[src/common/nnFormatPkg.sv]
package nnFormatPkg;

	// ----------------------------------------
	// datapath widths
	// ----------------------------------------
	localparam int SAMPLE_W = 8;
	localparam int WEIGHT_W = 8;
	localparam int PRODUCT_W = SAMPLE_W + WEIGHT_W;
	localparam int BIAS_W = PRODUCT_W;	// bias is in product scale
	localparam int ACC_W = 23;	// fifteen products plus bias, with headroom
	localparam int ACT_W = 8;

	// ----------------------------------------
	// value types
	// ----------------------------------------
	typedef logic signed [SAMPLE_W-1:0] sample_t;
	typedef logic signed [WEIGHT_W-1:0] weight_t;
	typedef logic signed [PRODUCT_W-1:0] product_t;
	typedef logic signed [BIAS_W-1:0] bias_t;
	typedef logic signed [ACC_W-1:0] acc_t;
	typedef logic [ACT_W-1:0] act_t;	// 0 .. ACT_MAX

	// ----------------------------------------
	// output scaling
	// ----------------------------------------
	localparam int FRAC_BITS = 6;	// accumulator bits dropped at the output
	localparam int ACT_MAX = 127;	// clip level after rounding

endpackage

[src/common/nnNetworkPkg.sv]
package nnNetworkPkg;

	// ----------------------------------------
	// network shape
	// ----------------------------------------
	localparam int TAPS = 15;	// window length, inputs per node
	localparam int NODES = 4;

	typedef logic [$clog2(NODES)-1:0] classIdx_t;

	// ----------------------------------------
	// weight table, one row per node
	// ----------------------------------------
	// tap 0 is the newest sample
	localparam nnFormatPkg::weight_t [0:NODES-1][0:TAPS-1] NODE_WEIGHTS = '{
		'{-18,  28, -31, -28,   6,  13,  24,  31,  27,  14,  12,  31, -19,  29,  16},
		'{ 12, -25,   7,  30, -14,  -9,  22, -30,   5, -17,  26,  -8,  19, -21, -11},
		'{ -7,  15,  20, -26,  31,  -4, -22,   9, -13,  25, -29,  18,   3, -16,  27},
		'{ 30,  -3, -12,  17, -28,  21,  -6, -24,  11,   2, -20,  28, -31,   8,  -5}
	};

	// ----------------------------------------
	// bias table, product scale
	// ----------------------------------------
	localparam nnFormatPkg::bias_t [0:NODES-1] NODE_BIAS = '{
		0,
		96,	// +1.5 after scaling
		-64,	// -1.0 after scaling
		40
	};

endpackage

[src/design/classSelect.sv]
`timescale 1ns/1ns

module classSelect #(
	parameter int NODES = nnNetworkPkg::NODES
) (
	input logic clk,
	input logic reset,
	input nnFormatPkg::act_t [NODES-1:0] nodeAct,
	output nnNetworkPkg::classIdx_t bestClass,
	output nnFormatPkg::act_t bestScore
);

	nnNetworkPkg::classIdx_t scanIdx;
	nnFormatPkg::act_t scanVal;

	// ----------------------------------------
	// argmax scan
	// ----------------------------------------
	always_comb
	begin
		scanIdx = '0;
		scanVal = nodeAct[0];
		for (int n = 1; n < NODES; n++)
		begin
			if (nodeAct[n] > scanVal)	// strict, lowest index keeps a tie
			begin
				scanIdx = nnNetworkPkg::classIdx_t'(n);
				scanVal = nodeAct[n];
			end
		end
	end

	always_ff @(posedge clk)
	begin
		if (reset)
		begin
			bestClass <= '0;
			bestScore <= '0;
		end
		else
		begin
			bestClass <= scanIdx;
			bestScore <= scanVal;
		end
	end

endmodule

[config.mk]
export PLATFORM = sky130hd
export DESIGN_NAME = classSelect
export DESIGN_NICKNAME = d
export VERILOG_FILES = /design/src/common/nnFormatPkg.sv /design/src/common/nnNetworkPkg.sv /design/src/design/classSelect.sv
export SDC_FILE = /design/constraint.sdc
export NUM_CORES = 1
export LEC_CHECK = 0
export BUFFER_PORTS_ARGS = -buffer_cell sky130_fd_sc_hd__buf_2
export CORE_MARGIN = 2
export CORE_UTILIZATION = 46
export CTS_CLUSTER_DIAMETER = 30
export DETAILED_ROUTE_END_ITERATION = 8
export PLACE_DENSITY = 0.87
export SLEW_MARGIN = 20
export SYNTH_ARGS = -nofsm -noshare
export SYNTH_HDL_FRONTEND = slang
export SYNTH_SLANG_ARGS = --single-unit
[constraint.sdc]
create_clock -name clk -period 4.75 [get_ports clk]
set_clock_uncertainty 0.1 [all_clocks]
set_input_delay 0.2375 -clock clk [delete_from_list [all_inputs] [get_ports clk]]
set_output_delay 0.2375 -clock clk [all_outputs]
set_load 0.02 [all_outputs]
==> impl_metrics.ini <==
[floorplan]
core_region_area_mm2 = 0.00273
fp.dieW_um = 57.5
io_pins = 44
initial_core_util = 0.481
die-area_mm2 = 0.00330
dieHeight_um = 57.5
rows = 19

[route]
route.detailed.drc = 0
wl_met3_um = 465
wl_met1_um = 2250
drtIter0Drc = 131
drt_wl_total_um = 6230
vias = 1799
met2_length_um = 3250
firstDrtPassIters = 4
wl_per_cell_um = 21.5
top_layer = met4
vias_per_cell = 6.20
ant_nets = 0

[clocking]
cts_max_level = 1
clkTransAtPathRegs_ns = 0.08
numClockSinks = 10
tritoncts = yes
root_buffer = clkbuf_4
cts_max_path_buffers = 2
numCtsBuffers = 3

[synthesis]
synth_seq_cells = 10
yosysUniqueCellTypes = 42
yosys_warnings = 0
synth_seq_area_share = 0.152
synthCells = 157
synth_area_per_cell_um2 = 8.38
synth_area_leader_cell = ha_1
syn-cell-area_mm2 = 0.00132
yosysTopAreaCellShare = 0.219
yosys-top-cells-area = ha_1 (22%), dfxtp_1 (15%), a31oi_2 (6.7%)
syn-num-nets = 214

[worst_hold_path]
hold_start = nodeAct[30]
min_to = bestScore[6]
hold_class = in2reg
min_path_cells = 3

[power_and_ir_drop]
p_leak_nw = 1.14
power_switching_mw = 0.307
combPwrFrac = 0.717
clockPowerShare = 0.118
seq_power_share = 0.165
p_int_mw = 0.388
vdd.ir_drop.worst_mv = 0.286
switching_share = 0.441
power_density_mw_per_mm2 = 293

[sta]
fin_tns_setup_ns = -0.721
grt_setup_unrepaired = true
fin_crit_ns = 4.88
fin_ws_ns = -0.125
hold_viol_final = 0
clock.fmax_mhz = 205
maxSlewHeadroom = 0.501
period_share = 1.03
tightest_slew_ns = 0.744
finalSetupViolations = 9
maxSlewViolCount = 0

[setup_path]
arrival_ns = 4.95
critPathRequiredTime_ns = 4.83
worstSetupPathType = in2reg
crit_path_end_kind = register
crit_family = compound AO/OA/AOI/OAI gates
slowest_stage = or4_4
critPathLaunchType = input port
slowest_delay_ns = 0.64
cp_cell_sequence = buf_2 > inv_1 > ha_1 > a21oi_1 > nand2_1 > a31oi_4 > buf_6 > mux2_4 > inv_2 > ha_4 > a21oi_4 > o21ai_2 > nor3_2 > nor2_2 > or4_4 > a31oi_4 > or2_4 > ha_4 > a21oi_2 > o22ai_2 > o21bai_1 > a22o_2 > nand2b_4 > o31ai_1
cp_max_fo = 7
timing.critical_path.buf_inv = 4

[final_layout]
nets = 317
drive_above_1_share = 0.645
area_growth_pct = 80.6
layoutNonFillerInstCount = 290
diodes = 0

[global_route]
first_global_vias = 1599
grt_pass1_wl_um = 6820
grt_usage = 0.261
antenna_found_initial = 0
overflow = 0
grt_max_degree = 10

[placement]
dp.cells = 273
hpwl_um = 3200
io_buffers = 43
gp_congestion = 0.853
place_ws_ns = -0.462

[job]
cap_violations = 0

[status]
violations = setup timing
status = finished with violations
==> stage by stage <==
step	hold slack [ns]	utilization	power, mW	area (µm²)
after floorplan	0.207	-	0.320	1320
after global placement	0.360	0.693	0.446	1900
after detailed placement	0.353	0.693	0.460	1900
after CTS	0.0868	0.720	0.546	1970
after global routing	0.115	0.869	0.729	2370
final	0.0947	0.869	0.695	2370
==> placed cells by master (no fill, tap or decap), types with 2 or more instances in the layout <==
cell | Yosys | final
ha_1 | 23 | 15
a31oi_4 | 1 | 7
o31ai_1 | 6 | 4
mux2_2 | 7 | 4
nand3_1 | 3 | 2
buf_6 | 1 | 7
o31ai_2 | 0 | 2
or2_1 | 6 | 4
inv_2 | 0 | 4
a21oi_2 | 0 | 3
clkbuf_4 | 0 | 3
nor4_1 | 7 | 6
buf_4 | 0 | 53
nor2_2 | 1 | 4
nor2_4 | 0 | 2
nor2_1 | 9 | 4
ha_4 | 0 | 8
a21o_1 | 2 | 2
a21oi_4 | 1 | 2
dfxtp_1 | 10 | 10
a211oi_2 | 0 | 2
mux2_4 | 0 | 3
nand2_1 | 10 | 9
nand4_1 | 5 | 5
inv_1 | 20 | 15
or2_4 | 0 | 2
a21oi_1 | 8 | 4
o21ai_2 | 1 | 3
buf_2 | 1 | 40
==> layer usage <==
metal | vias to the layer above | global-route usage
li1 | 796 | -
met1 | 831 | 0.302
met2 | 138 | 0.468
met3 | 34 | 0.0295
met4 | 0 | 0.133
met5 | - | 0
==> area by class of cell <==
class                      instances  area, µm²
timing repair buffer             101        692
fill                             132        359
inverter                          21       81.3
clock buffer                       4       36.3
multi-input combinational        123       1330
tap                               31       38.8
sequential                        10        200
==> state kept, by name, summed over array words and instances, names as in the netlist <==
signal,cells
bestScore,8
bestClass,2
==> synth_stat cells <==
cell,n
nand2b_1,1
and4_1,1
nor2_1,9
a21boi_1,1
a21o_1,2
nor3_1,1
nand3_1,3
nor4_1,7
a21oi_1,8
nor2b_1,1
or3_1,1
o31ai_1,6
buf_6,1
o21a_1,2
nand4_1,5
o21ai_2,1
nor2_2,1
or4_4,1
nor3b_1,1
o21ai_1,3
a22o_1,1
a41o_4,1
ha_1,23
dfxtp_1,10
a211o_1,1
or2_1,6
nand2_1,10
o21bai_1,1
a31oi_4,1
clkinv_1,1
o21ai_0,2
a31oi_2,7
o211ai_1,1
a21oi_4,1
o32ai_1,1
a211oi_1,2
mux2_2,7
buf_2,1
o22ai_1,2
nor4_4,1
clkbuf_1,1
inv_1,20
==> power by group through the flow <==
stage | Combinational (mW) | Clock [mW] | Sequential [mW]
detailed placement | 0.345 | 0 | 0.114
global route | 0.528 | 0.0859 | 0.116
finish | 0.498 | 0.0821 | 0.114
floorplan | 0.174 | 0 | 0.146
CTS | 0.357 | 0.0770 | 0.113
global placement | 0.332 | 0 | 0.114
==> logic make-up (layout without fill, tap and decap cells) <==
family,count (synthesis),in the layout,synth area share
buffers and inverters,24,126,0.0752
AOI/OAI and AO/OA,44,44,0.283
muxes,7,7,0.0599
adders and majority gates,23,23,0.219
and+or+nand+nor,49,49,0.211
DFF,10,10,0.152
==> how the worst max path moves through the flow <==
stage	from	to	depth (start not counted)	slack [ns]
floorplan	nodeAct[5]	bestScore[0]	25	0.002
global placement	nodeAct[5]	bestScore[3]	24	-0.24
detailed placement	nodeAct[1]	bestScore[0]	25	-0.46
CTS	nodeAct[5]	bestScore[0]	25	0.04
global route	nodeAct[7]	bestScore[5]	25	-0.30
finish	nodeAct[3]	bestScore[5]	24	-0.13
==> worst min-delay path: stages <==
cell,delay (ns)
buf_2,0.09
nand2_1,0.05
o31ai_1,0.06
==> timing repair <==
item	4_1_cts	5_1_grt
setup endpoints to repair	9	10
resized for setup	5	62
setup buffers	3	10
pin swaps	4	36
hold buffers	0	0
No activity file was read; power rests on OpenSTA's default activity.
