### config.mk
export PLATFORM = sky130hd
export DESIGN_NAME = sampleWindow
export DESIGN_NICKNAME = d
export VERILOG_FILES = /design/src/common/nnFormatPkg.sv /design/src/common/nnNetworkPkg.sv /design/src/design/sampleWindow.sv
export SDC_FILE = /design/constraint.sdc
export NUM_CORES = 1
export LEC_CHECK = 0
export ABC_AREA = 1
export BUFFER_PORTS_ARGS = -buffer_cell sky130_fd_sc_hd__buf_2
export CORE_UTILIZATION = 26
export CTS_BUF_LIST = sky130_fd_sc_hd__clkbuf_4 sky130_fd_sc_hd__clkbuf_8
export DETAILED_ROUTE_END_ITERATION = 7
export SYNTH_ARGS = -nofsm -noshare
export SYNTH_HDL_FRONTEND = slang
export SYNTH_SLANG_ARGS = --single-unit
### constraint.sdc
create_clock -name clk -period 1.1 [get_ports clk]
set_clock_uncertainty 0.1 [all_clocks]
set_input_delay 0.11 -clock clk [delete_from_list [all_inputs] [get_ports clk]]
set_output_delay 0.11 -clock clk [all_outputs]
set_load 0.01 [all_outputs]
### src/common/nnFormatPkg.sv
package nnFormatPkg;

	// ----------------------------------------
	// datapath widths
	// ----------------------------------------
	localparam int SAMPLE_W = 8;
	localparam int WEIGHT_W = 8;
	localparam int PRODUCT_W = SAMPLE_W + WEIGHT_W;
	localparam int BIAS_W = PRODUCT_W;	// bias is in product scale
	localparam int ACC_W = 23;	// fifteen products plus bias, with headroom
	localparam int ACT_W = 8;

	// ----------------------------------------
	// value types
	// ----------------------------------------
	typedef logic signed [SAMPLE_W-1:0] sample_t;
	typedef logic signed [WEIGHT_W-1:0] weight_t;
	typedef logic signed [PRODUCT_W-1:0] product_t;
	typedef logic signed [BIAS_W-1:0] bias_t;
	typedef logic signed [ACC_W-1:0] acc_t;
	typedef logic [ACT_W-1:0] act_t;	// 0 .. ACT_MAX

	// ----------------------------------------
	// output scaling
	// ----------------------------------------
	localparam int FRAC_BITS = 6;	// accumulator bits dropped at the output
	localparam int ACT_MAX = 127;	// clip level after rounding

endpackage

### src/common/nnNetworkPkg.sv
package nnNetworkPkg;

	// ----------------------------------------
	// network shape
	// ----------------------------------------
	localparam int TAPS = 15;	// window length, inputs per node
	localparam int NODES = 4;

	typedef logic [$clog2(NODES)-1:0] classIdx_t;

	// ----------------------------------------
	// weight table, one row per node
	// ----------------------------------------
	// tap 0 is the newest sample
	localparam nnFormatPkg::weight_t [0:NODES-1][0:TAPS-1] NODE_WEIGHTS = '{
		'{-18,  28, -31, -28,   6,  13,  24,  31,  27,  14,  12,  31, -19,  29,  16},
		'{ 12, -25,   7,  30, -14,  -9,  22, -30,   5, -17,  26,  -8,  19, -21, -11},
		'{ -7,  15,  20, -26,  31,  -4, -22,   9, -13,  25, -29,  18,   3, -16,  27},
		'{ 30,  -3, -12,  17, -28,  21,  -6, -24,  11,   2, -20,  28, -31,   8,  -5}
	};

	// ----------------------------------------
	// bias table, product scale
	// ----------------------------------------
	localparam nnFormatPkg::bias_t [0:NODES-1] NODE_BIAS = '{
		0,
		96,	// +1.5 after scaling
		-64,	// -1.0 after scaling
		40
	};

endpackage

### src/design/sampleWindow.sv
`timescale 1ns/1ns

module sampleWindow #(
	parameter int TAPS = nnNetworkPkg::TAPS
) (
	input logic clk,
	input logic reset,
	input nnFormatPkg::sample_t sample,
	output nnFormatPkg::sample_t [TAPS-1:0] taps
);

	// ----------------------------------------
	// sliding window, tap 0 newest
	// ----------------------------------------
	always_ff @(posedge clk)
	begin
		if (reset)
		begin
			taps <= '0;
		end
		else
		begin
			taps[0] <= sample;	// new value enters at the front
			for (int i = 1; i < TAPS; i++)
			begin
				taps[i] <= taps[i-1];	// oldest falls off the end
			end
		end
	end

endmodule

==> results of run 1 <==
-- what timing repair did --
item	4_1_cts	5_1_grt
gates resized for setup	227	8
endpoints found under the setup margin	116	120
hold buffers	8	0
buffers inserted	8	5
hold endpoints to repair	8	0
pin swaps	0	0
-- where the power goes --
part           leakage, nW  internal [mW]  total (mW)  switching, mW
logic                 1.27          0.150       0.288          0.138
clock network        0.223           2.64        4.25           1.61
registers             1.03           4.40        4.43         0.0336
-- cells in the mapped netlist --
library cell    n  area, µm²
dfxtp_1       120       2400
inv_1         120        450
nor2_1        120        450
buf_6          11        124
buf_2           2       10.0
-- worst paths after layout --
path	start	end
setup / recovery	taps[66]$_SDFF_PP0_	taps[66]
hold / removal	reset	taps[95]$_SDFF_PP0_
setup reg to reg	taps[93]$_SDFF_PP0_	taps[101]$_SDFF_PP0_
hold reg to reg	taps[11]$_SDFF_PP0_	taps[19]$_SDFF_PP0_
-- kinds of logic after synthesis --
group	count (synthesis)	synth area share [%]
buffers and inverters	133	17.0
AND/OR/NAND/NOR	120	13.1
flip-flops	120	69.9
-- final cells by class --
cell class | instances | area share, %
Tap cell | 172 | 3.78
Sequential cell | 120 | 44.8
Clock buffer | 22 | 4.99
Clock inverter | 9 | 2.59
Multi-Input combinational cell | 120 | 7.91
Inverter | 120 | 7.91
Timing Repair Buffer | 152 | 28.1
-- placed cells by master, fill, tap and decap left out, types with 3 or more instances in the layout --
cell type and count:
nor2_1 120, buf_4 14, buf_2 11, clkbuf_4 3, dlygate4sd3_1 8, bufinv_16 4
dfxtp_2 117, clkinv_2 4, inv_1 120, dfxtp_1 3, buf_6 117, clkbuf_8 19
-- per-layer routing --
layer  GRT usage (%)  share of wire [%]
met5               0                  0
met3            8.50                 13
met4            5.06                1.5
met2            18.6                 47
met1            10.5                 39
==> metrics.md, run 1 <==
| Metric | Value |
|---|---|
| Outcome | complete, no violations |
| Placed inst area | 0.00421 mm² |
| Tcrit/Tclk final | 99.2% |
| Critical path peak fanout | 2 |
| Buf+Inv Stages, Crit Path | 1 |
| Share of layout cells above drive strength 1 | 53.8% |
| CTS buffer count | 17 |
| Final Hold Viols | 0 |
| Hold slack final | 0.0381 ns |
| Rows | around 40 |
| Critical Path Stages | 1 |
| Post-DP HPWL | between 4000 and 5000 µm |
| Initial Util | 26.9% |
| Post-route ant nets | 0 |
| Avg Inst Size Synth | 9.21 µm² |
| Pwr dens | about 1600 mW/mm² |
| Core Region | 0.0128 mm² |
| IO Count | 130 |
| Final count of pins violating max slew | 0 |
| CTS tree | yes |
| Via/cell ratio | 3.59 |
| Regs by FF count | taps (120) |
| CTS max path bufs | 2 |
| Clk pin slew, worst setup/hold paths | 0.07 ns |
| Port Buffers | between 100 and 150 |
| Slowest-stage cell, CP | dfxtp_2 |
| Largest register by flop count | taps |
| CP Class | reg -> out |
| Pin count of the biggest net entering global routing | 65 |
| FMAX | 917 MHz |
| H-tree depth | 4 |
| Crit. End Element | primary output |
| Critical path's top delay family | flip-flops |
| Critical Path RT | about 0.9 ns |
| Multi-input gate area | 450 µm² |
| Clk sinks | 120 |
| R2R cell count | 4 |
| Final Non-Filler Cells | 715 |
| CTS root buf | clkbuf_8 |
| Post-synthesis sequential area ratio | approximately 70% |
| Syn nets | 383 |
| Global route total overflow | 0 |
| CP startpoint kind | flip-flop |
| Placer Congestion | 0.667 |
| Die X-Extent | 117 µm |
| Final setup viols | 0 |
| Number of DRC markers in iteration 0 | 60 |
| Lkg Pwr | 2.52 nW |
| Post-Synthesis Cell Area | 0.00344 mm² |
| Synth warnings | 0 |
| Post-synth cell types | 5 |
| Placed Cells | 663 |
| Tmin final | 1.09 ns |
| Post-route cell area | 0.00569 mm² |
| Max_cap viols | 0 |
| Post-Route Utilization | 44.6% |
| DR vias | 2570 |
| Worst hold-check path type | in -> reg |
| CP cell instances | buf_6 |
| Area Growth Syn to Fin | 65.7% |
| R2R Setup Slk | 0.25 ns |
| Rel. slew slack | between 80 and 90% |
| Pre-CTS WS | about 0.26 ns |
| # diodes | 0 |
| Fill cells | roughly 1100 |
| DRT Pass-1 Iters | 4 |
| Total power | 8.97 mW |
| Max reg flops | 120 |
| Nets@finish | around 540 |
| Hold Path Stages | 3 |
| Worst-Skew Late Latency | 0.42 ns |
| Worst slew pin tran | 0.261 ns |
| Critical Path AT | 0.88 ns |
| First-pass GRT wire length | 11200 µm |
| Worst VDD drop | 0.811 mV |
| Syn Inst Count | 373 |
| Overall routing resource usage | 11.3% |
| Yosys reg bits | 120 |
| Initial antenna violation count | 0 |
| Die height | 117 µm |
| Total area of sequential cells | 0.00255 mm² |
| RSZ-0062 raised after global routing | yes |
| Die ar. | 0.0137 mm² |
| Avg WL per Cell | 10.5 µm |
| TNS Setup | 0 ns |
| Final WS setup | between 0.009 and 0.01 ns |
| DRT Wirelength | ~7500 µm |
| DRC Markers | 0 |
| Crit path largest cell delay | 0.35 ns |
| Vias in the first global route | about 2500 |
(Power assumes the default switching activity.)
==> run 2: changes to the inputs <==
- REMOVE_ABC_BUFFERS: default -> 1
==> metrics.md, run 2 (synthesized netlist as in run 1, its figures left out) <==
| Metric | Value |
|---|---|
| Area Growth Syn to Fin | 66.4% (was 65.7%) |
| WL met1 | 2780 µm (was 2890 µm) |
| Internal power | 7.30 mW (was 7.19 mW) |
| Met3 wire len | 942 µm (was 951 µm) |
| # diodes | 0 (unchanged) |
| Nets@finish | 541 (unchanged) |
| DRC Markers | 0 (unchanged) |
| Most frequent cells in the layout | inv_1, nor2_1, buf_6, dfxtp_2, clkbuf_8 (unchanged) |
| Crit path largest cell delay | 0.32 ns (was 0.35 ns) |
| DRT Pass-1 Iters | 4 (unchanged) |
| Final count of pins violating max slew | 0 (unchanged) |
| Post-Route Utilization | 44.8% (was 44.6%) |
| Tmin final | 1.08 ns (was 1.09 ns) |
| Die ar. | 0.0137 mm² (unchanged) |
| Outcome | complete, no violations (unchanged) |
| Final setup viols | 0 (unchanged) |
| RSZ-0062 raised after global routing | yes (unchanged) |
| H-tree depth | 4 (unchanged) |
| Initial Util | 26.9% (unchanged) |
| DR vias | 2571 (was 2570) |
| Largest register by flop count | taps (unchanged) |
| Total area of sequential cells | 0.00255 mm² (about the same) |
| Rows | 41 (unchanged) |
| Rel. slew slack | 80.8% (was 82.6%) |
| Flop pwr share | 48.7% (was 49.4%) |
| CTS max path bufs | 2 (unchanged) |
| First-pass GRT wire length | 11000 µm (was 11200 µm) |
| Met2 Wirelength | 3720 µm (was 3540 µm) |
| CTS buffer count | 17 (unchanged) |
| Placed inst area | 0.00421 mm² (about the same) |
| CP startpoint kind | flip-flop (unchanged) |
| Share of layout cells above drive strength 1 | 53.8% (unchanged) |
| Switching share of total power | 19.8% (was 19.9%) |
| Via/cell ratio | 3.60 (was 3.59) |
| Slowest-stage cell, CP | dfxtp_1 (was dfxtp_2) |
| Max Used Layer | met4 (unchanged) |
| P_sw | 1.81 mW (was 1.78 mW) |
| Clk sinks | 120 (unchanged) |
| Worst slew pin tran | 0.288 ns (was 0.261 ns) |
| Avg WL per Cell | 10.6 µm (was 10.5 µm) |
| Critical Path AT | 0.87 ns (was 0.88 ns) |
| Die X-Extent | 117 µm (unchanged) |
| Clk pin slew, worst setup/hold paths | 0.07 ns (about the same) |
| Placer Congestion | 0.643 (was 0.667) |
| Final Hold Viols | 0 (unchanged) |
| Crit. End Element | primary output (unchanged) |
| Core Region | 0.0128 mm² (unchanged) |
| Post-route cell area | 0.00572 mm² (was 0.00569 mm²) |
| Fill cells | 1139 (was 1144) |
| CP Class | reg -> out (unchanged) |
| Worst VDD drop | 1.16 mV (was 0.811 mV) |
| Critical Path RT | 0.89 ns (about the same) |
| CTS tree | yes (unchanged) |
| Multi-input gate area | 450 µm² (unchanged) |
| DRT Wirelength | 7580 µm (was 7490 µm) |
| Regs by FF count | taps (120) (unchanged) |
| Vias in the first global route | 2473 (was 2504) |
| Initial antenna violation count | 0 (unchanged) |
| TNS Setup | 0 ns (unchanged) |
| Global route total overflow | 0 (unchanged) |
| Worst-Skew Late Latency | 0.42 ns (about the same) |
| Post-DP HPWL | 4520 µm (was 4600 µm) |
| Combinational Power Share | 3.4% (was 3.2%) |
| Critical path peak fanout | 1 (was 2) |
| Critical path's top delay family | flip-flops (unchanged) |
| Buf+Inv Stages, Crit Path | 1 (unchanged) |
| Worst hold-check path type | reg -> reg (was in -> reg) |
| Die height | 117 µm (unchanged) |
| CTS root buf | clkbuf_8 (unchanged) |
| Max reg flops | 120 (unchanged) |
| Port Buffers | 129 (unchanged) |
| Lkg Pwr | 2.52 nW (about the same) |
| Pin count of the biggest net entering global routing | 49 (was 65) |
| Max_cap viols | 0 (unchanged) |
| CP cell instances | buf_2 (was buf_6) |
| Clk pwr share | 48.0% (was 47.4%) |
| Tcrit/Tclk final | 98.6% (was 99.2%) |
| Post-route ant nets | 0 (unchanged) |
| Number of DRC markers in iteration 0 | 77 (was 60) |
| FMAX | 922 MHz (was 917 MHz) |
| Pwr dens | 1590 mW/mm² (was 1570 mW/mm²) |
| Overall routing resource usage | 11.1% (was 11.3%) |
| IO Count | 130 (unchanged) |
## run 2: cell types whose count changed in the layout (fill, tap and decap cells not counted), sizes merged
cell,before,now
buf,144,143
clkbuf,22,23
clkinv,4,3
dlygate4sd3,8,9
## run 2: per-layer routing
layer  GRT usage, %  up-vias
met4           5.57        0
met5              0        -
met1           9.49     1132
met3           7.62       13
li1               -     1320
met2           19.6      106
## run 2: power groups by stage
stage / registers (mW) / clock network, mW / logic (mW)
after floorplan: 4.53 / 0 / 0.0376
after global placement: 4.51 / 0 / 0.211
after detailed placement: 4.51 / 0 / 0.214
after CTS: 4.43 / 4.49 / 0.298
after global routing: 4.43 / 4.72 / 0.334
final: 4.43 / 4.37 / 0.306
## run 2: what timing repair did
item / in CTS / in global routing
hold buffers: 9 / 0
setup buffers: 7 / 4
endpoints found under the hold margin: 23 / 0
cloned: 0 / 0
resized for setup: 227 / 10
setup endpoints to repair: 116 / 119
pin swaps: 0 / 0
## run 2: worst register-to-register path: stages, from the launching register on
cell and delay [ns]:
dfxtp_2 0.33, buf_4 0.12, buf_4 0.12, inv_1 0.05
nor2_1 0.04
## run 2: layout make-up
| class | instances | share of cell area, % |
|---|---|---|
| multi-input combinational | 120 | 7.88 |
| inverter | 120 | 7.88 |
| tap | 172 | 3.76 |
| clock inverter | 8 | 2.49 |
| sequential | 120 | 44.6 |
| timing repair buffer | 152 | 28.1 |
| clock buffer | 23 | 5.32 |
## run 2: through the flow
step	power, mW	setup WS [ns]	hold WS (ns)	std cells
after global routing	9.49	-0.0426	0.334	715
final	9.10	0.0159	0.319	715
after floorplan	4.57	0.477	0.0812	360
after global placement	4.72	0.259	0.211	664
after detailed placement	4.72	0.238	0.217	664
after CTS	9.22	-0.0220	0.293	711
## run 2: final timing paths
kind / startpoint / endpoint / slack, ns / cells past startpoint
max reg2reg: taps[5]$_SDFF_PP0_ / taps[13]$_SDFF_PP0_ / 0.23 / 4
min reg2reg: taps[70]$_SDFF_PP0_ / taps[78]$_SDFF_PP0_ / 0.32 / 2
max: taps[117]$_SDFF_PP0_ / taps[117] / 0.02 / 1
min: taps[70]$_SDFF_PP0_ / taps[78]$_SDFF_PP0_ / 0.32 / 2
==> run 3: changes to the inputs <==
- clock period: 1.1 -> 1 ns (I/O delays scaled with it)
==> metrics.md, run 3 (synthesized netlist as in run 1, its figures left out) <==
| Metric | Value |
|---|---|
| Outcome | finished with violations (was complete, no violations) |
| Failing checks | negative setup slack |
| Die X-Extent | 117 µm (unchanged) |
| Crit. End Element | primary output (unchanged) |
| Avg WL per Cell | 10.3 µm (was 10.6 µm) |
| CTS root buf | clkbuf_8 (unchanged) |
| Rel. slew slack | 86.7% (was 80.8%) |
| Final count of pins violating max slew | 0 (unchanged) |
| Die ar. | 0.0137 mm² (unchanged) |
| Most frequent cells in the layout | inv_1, nor2_1, buf_6, dfxtp_2, clkbuf_8 (unchanged) |
| CP cell instances | buf_6 (was buf_2) |
| Pwr dens | 1660 mW/mm² (was 1590 mW/mm²) |
| Die height | 117 µm (unchanged) |
| CP startpoint kind | flip-flop (unchanged) |
| IO Count | 130 (unchanged) |
| Post-DP HPWL | 4460 µm (was 4520 µm) |
| Final Hold Viols | 0 (unchanged) |
| Largest register by flop count | taps (unchanged) |
| Max_cap viols | 0 (unchanged) |
| Worst VDD drop | 0.767 mV (was 1.16 mV) |
| H-tree depth | 4 (unchanged) |
| Pin count of the biggest net entering global routing | 49 (unchanged) |
| Nets@finish | 546 (was 541) |
| Share of layout cells above drive strength 1 | 54.0% (was 53.8%) |
| Clk sinks | 120 (unchanged) |
| CP Class | reg -> out (unchanged) |
| DRC Markers | 0 (unchanged) |
| Initial antenna violation count | 0 (unchanged) |
| CTS max path bufs | 2 (unchanged) |
| Lkg Pwr | 2.52 nW (about the same) |
| Critical Path AT | 0.89 ns (was 0.87 ns) |
| Worst-Skew Late Latency | 0.43 ns (was 0.42 ns) |
| Placer Congestion | 0.637 (was 0.643) |
| FMAX | ~920 MHz |
| Overall routing resource usage | 11.2% (was 11.1%) |
| Critical Path RT | 0.80 ns (was 0.89 ns) |
| Max reg flops | 120 (unchanged) |
| Initial Util | 26.9% (unchanged) |
| Crit path largest cell delay | 0.35 ns (was 0.32 ns) |
| DRT Pass-1 Iters | 4 (unchanged) |
| CTS tree | yes (unchanged) |
| Post-route ant nets | 0 (unchanged) |
| Critical path peak fanout | 2 (was 1) |
| Final setup viols | 120 (was 0) |
| Rows | 41 (unchanged) |
| Global route total overflow | 0 (unchanged) |
| Via/cell ratio | 3.61 (was 3.60) |
| Clk pin slew, worst setup/hold paths | 0.07 ns (about the same) |
| Buf+Inv Stages, Crit Path | 1 (unchanged) |
| Post-route cell area | 0.00571 mm² (was 0.00572 mm²) |
| Core Region | 0.0128 mm² (unchanged) |
| First-pass GRT wire length | 11000 µm (about the same) |
| Area Growth Syn to Fin | 66.2% (was 66.4%) |
| Total power | 9.48 mW (was 9.10 mW) |
| Final WS setup | -0.0871 ns (was 0.0159 ns) |
| Tmin final | around 1.1 ns |
| # diodes | 0 (unchanged) |
| Worst slew pin tran | 0.200 ns (was 0.288 ns) |
| CTS buffer count | 17 (unchanged) |
| Number of DRC markers in iteration 0 | 90 (was 77) |
| Vias in the first global route | 2500 (was 2473) |
| DR vias | 2601 (was 2571) |
| Critical path's top delay family | flip-flops (unchanged) |
| Hold slack final | 0.304 ns (was 0.319 ns) |
| Regs by FF count | taps (120) (unchanged) |
| Port Buffers | 129 (unchanged) |
| DRT Wirelength | 7400 µm (was 7580 µm) |
| Placed inst area | 0.00423 mm² (was 0.00421 mm²) |
| Tcrit/Tclk final | 109% |
| Worst hold-check path type | in -> reg (was reg -> reg) |
| Slowest-stage cell, CP | dfxtp_2 (was dfxtp_1) |
| RSZ-0062 raised after global routing | yes (unchanged) |
==> run 3: repair_timing <==
item | CTS | global route
setup buffers | 7 | 9
hold endpoints to repair | 60 | 0
setup endpoints to repair | 120 | 120
hold buffers | 9 | 0
gates cloned | 0 | 0
gates resized for setup | 226 | 8
==> run 3: cell type report <==
class	instances	area [µm²]
multi-input combinational	120	450
fill	1176	7060
clock buffer	20	275
tap	172	215
inverter	120	450
timing repair buffer	157	1650
sequential	120	2550
clock inverter	11	123
==> run 3: final timing paths <==
check | cells after the start | endpoint | slack (ns) | startpoint
max reg2reg | 3 | taps[77]$_SDFF_PP0_ | 0.26 | taps[69]$_SDFF_PP0_
min | 4 | taps[7]$_SDFF_PP0_ | 0.30 | sample[7]
max | 1 | taps[104] | -0.09 | taps[104]$_SDFF_PP0_
min reg2reg | 2 | taps[61]$_SDFF_PP0_ | 0.32 | taps[53]$_SDFF_PP0_
==> run 3: stage by stage <==
stage          TNS (ns)  std cells  worst slack (ns)  util (%)
3_3_place_gp          0        664             0.238      33.1
3_5_place_dp          0        664             0.217      33.1
4_1_cts          -12.31        711            -0.119      44.0
5_1_grt          -15.44        720            -0.154      44.7
2_1_floorplan         0        360             0.377         -
6_report          -8.02        720           -0.0871      44.7
==> run 3: routing by layer <==
layer	wire length (µm)	global-route usage [%]	vias up	share of wire, %
met5	0	0	-	0
met4	161	6.33	0	2.2
met3	994	8.75	19	13
met2	3520	18.3	113	48
met1	2730	9.66	1136	37
li1	-	-	1333	-
==> run 3: power breakdown <==
| part | internal [mW] | switching [mW] |
|---|---|---|
| logic | 0.177 | 0.158 |
| registers | 4.84 | 0.0370 |
| clock network | 2.39 | 1.88 |
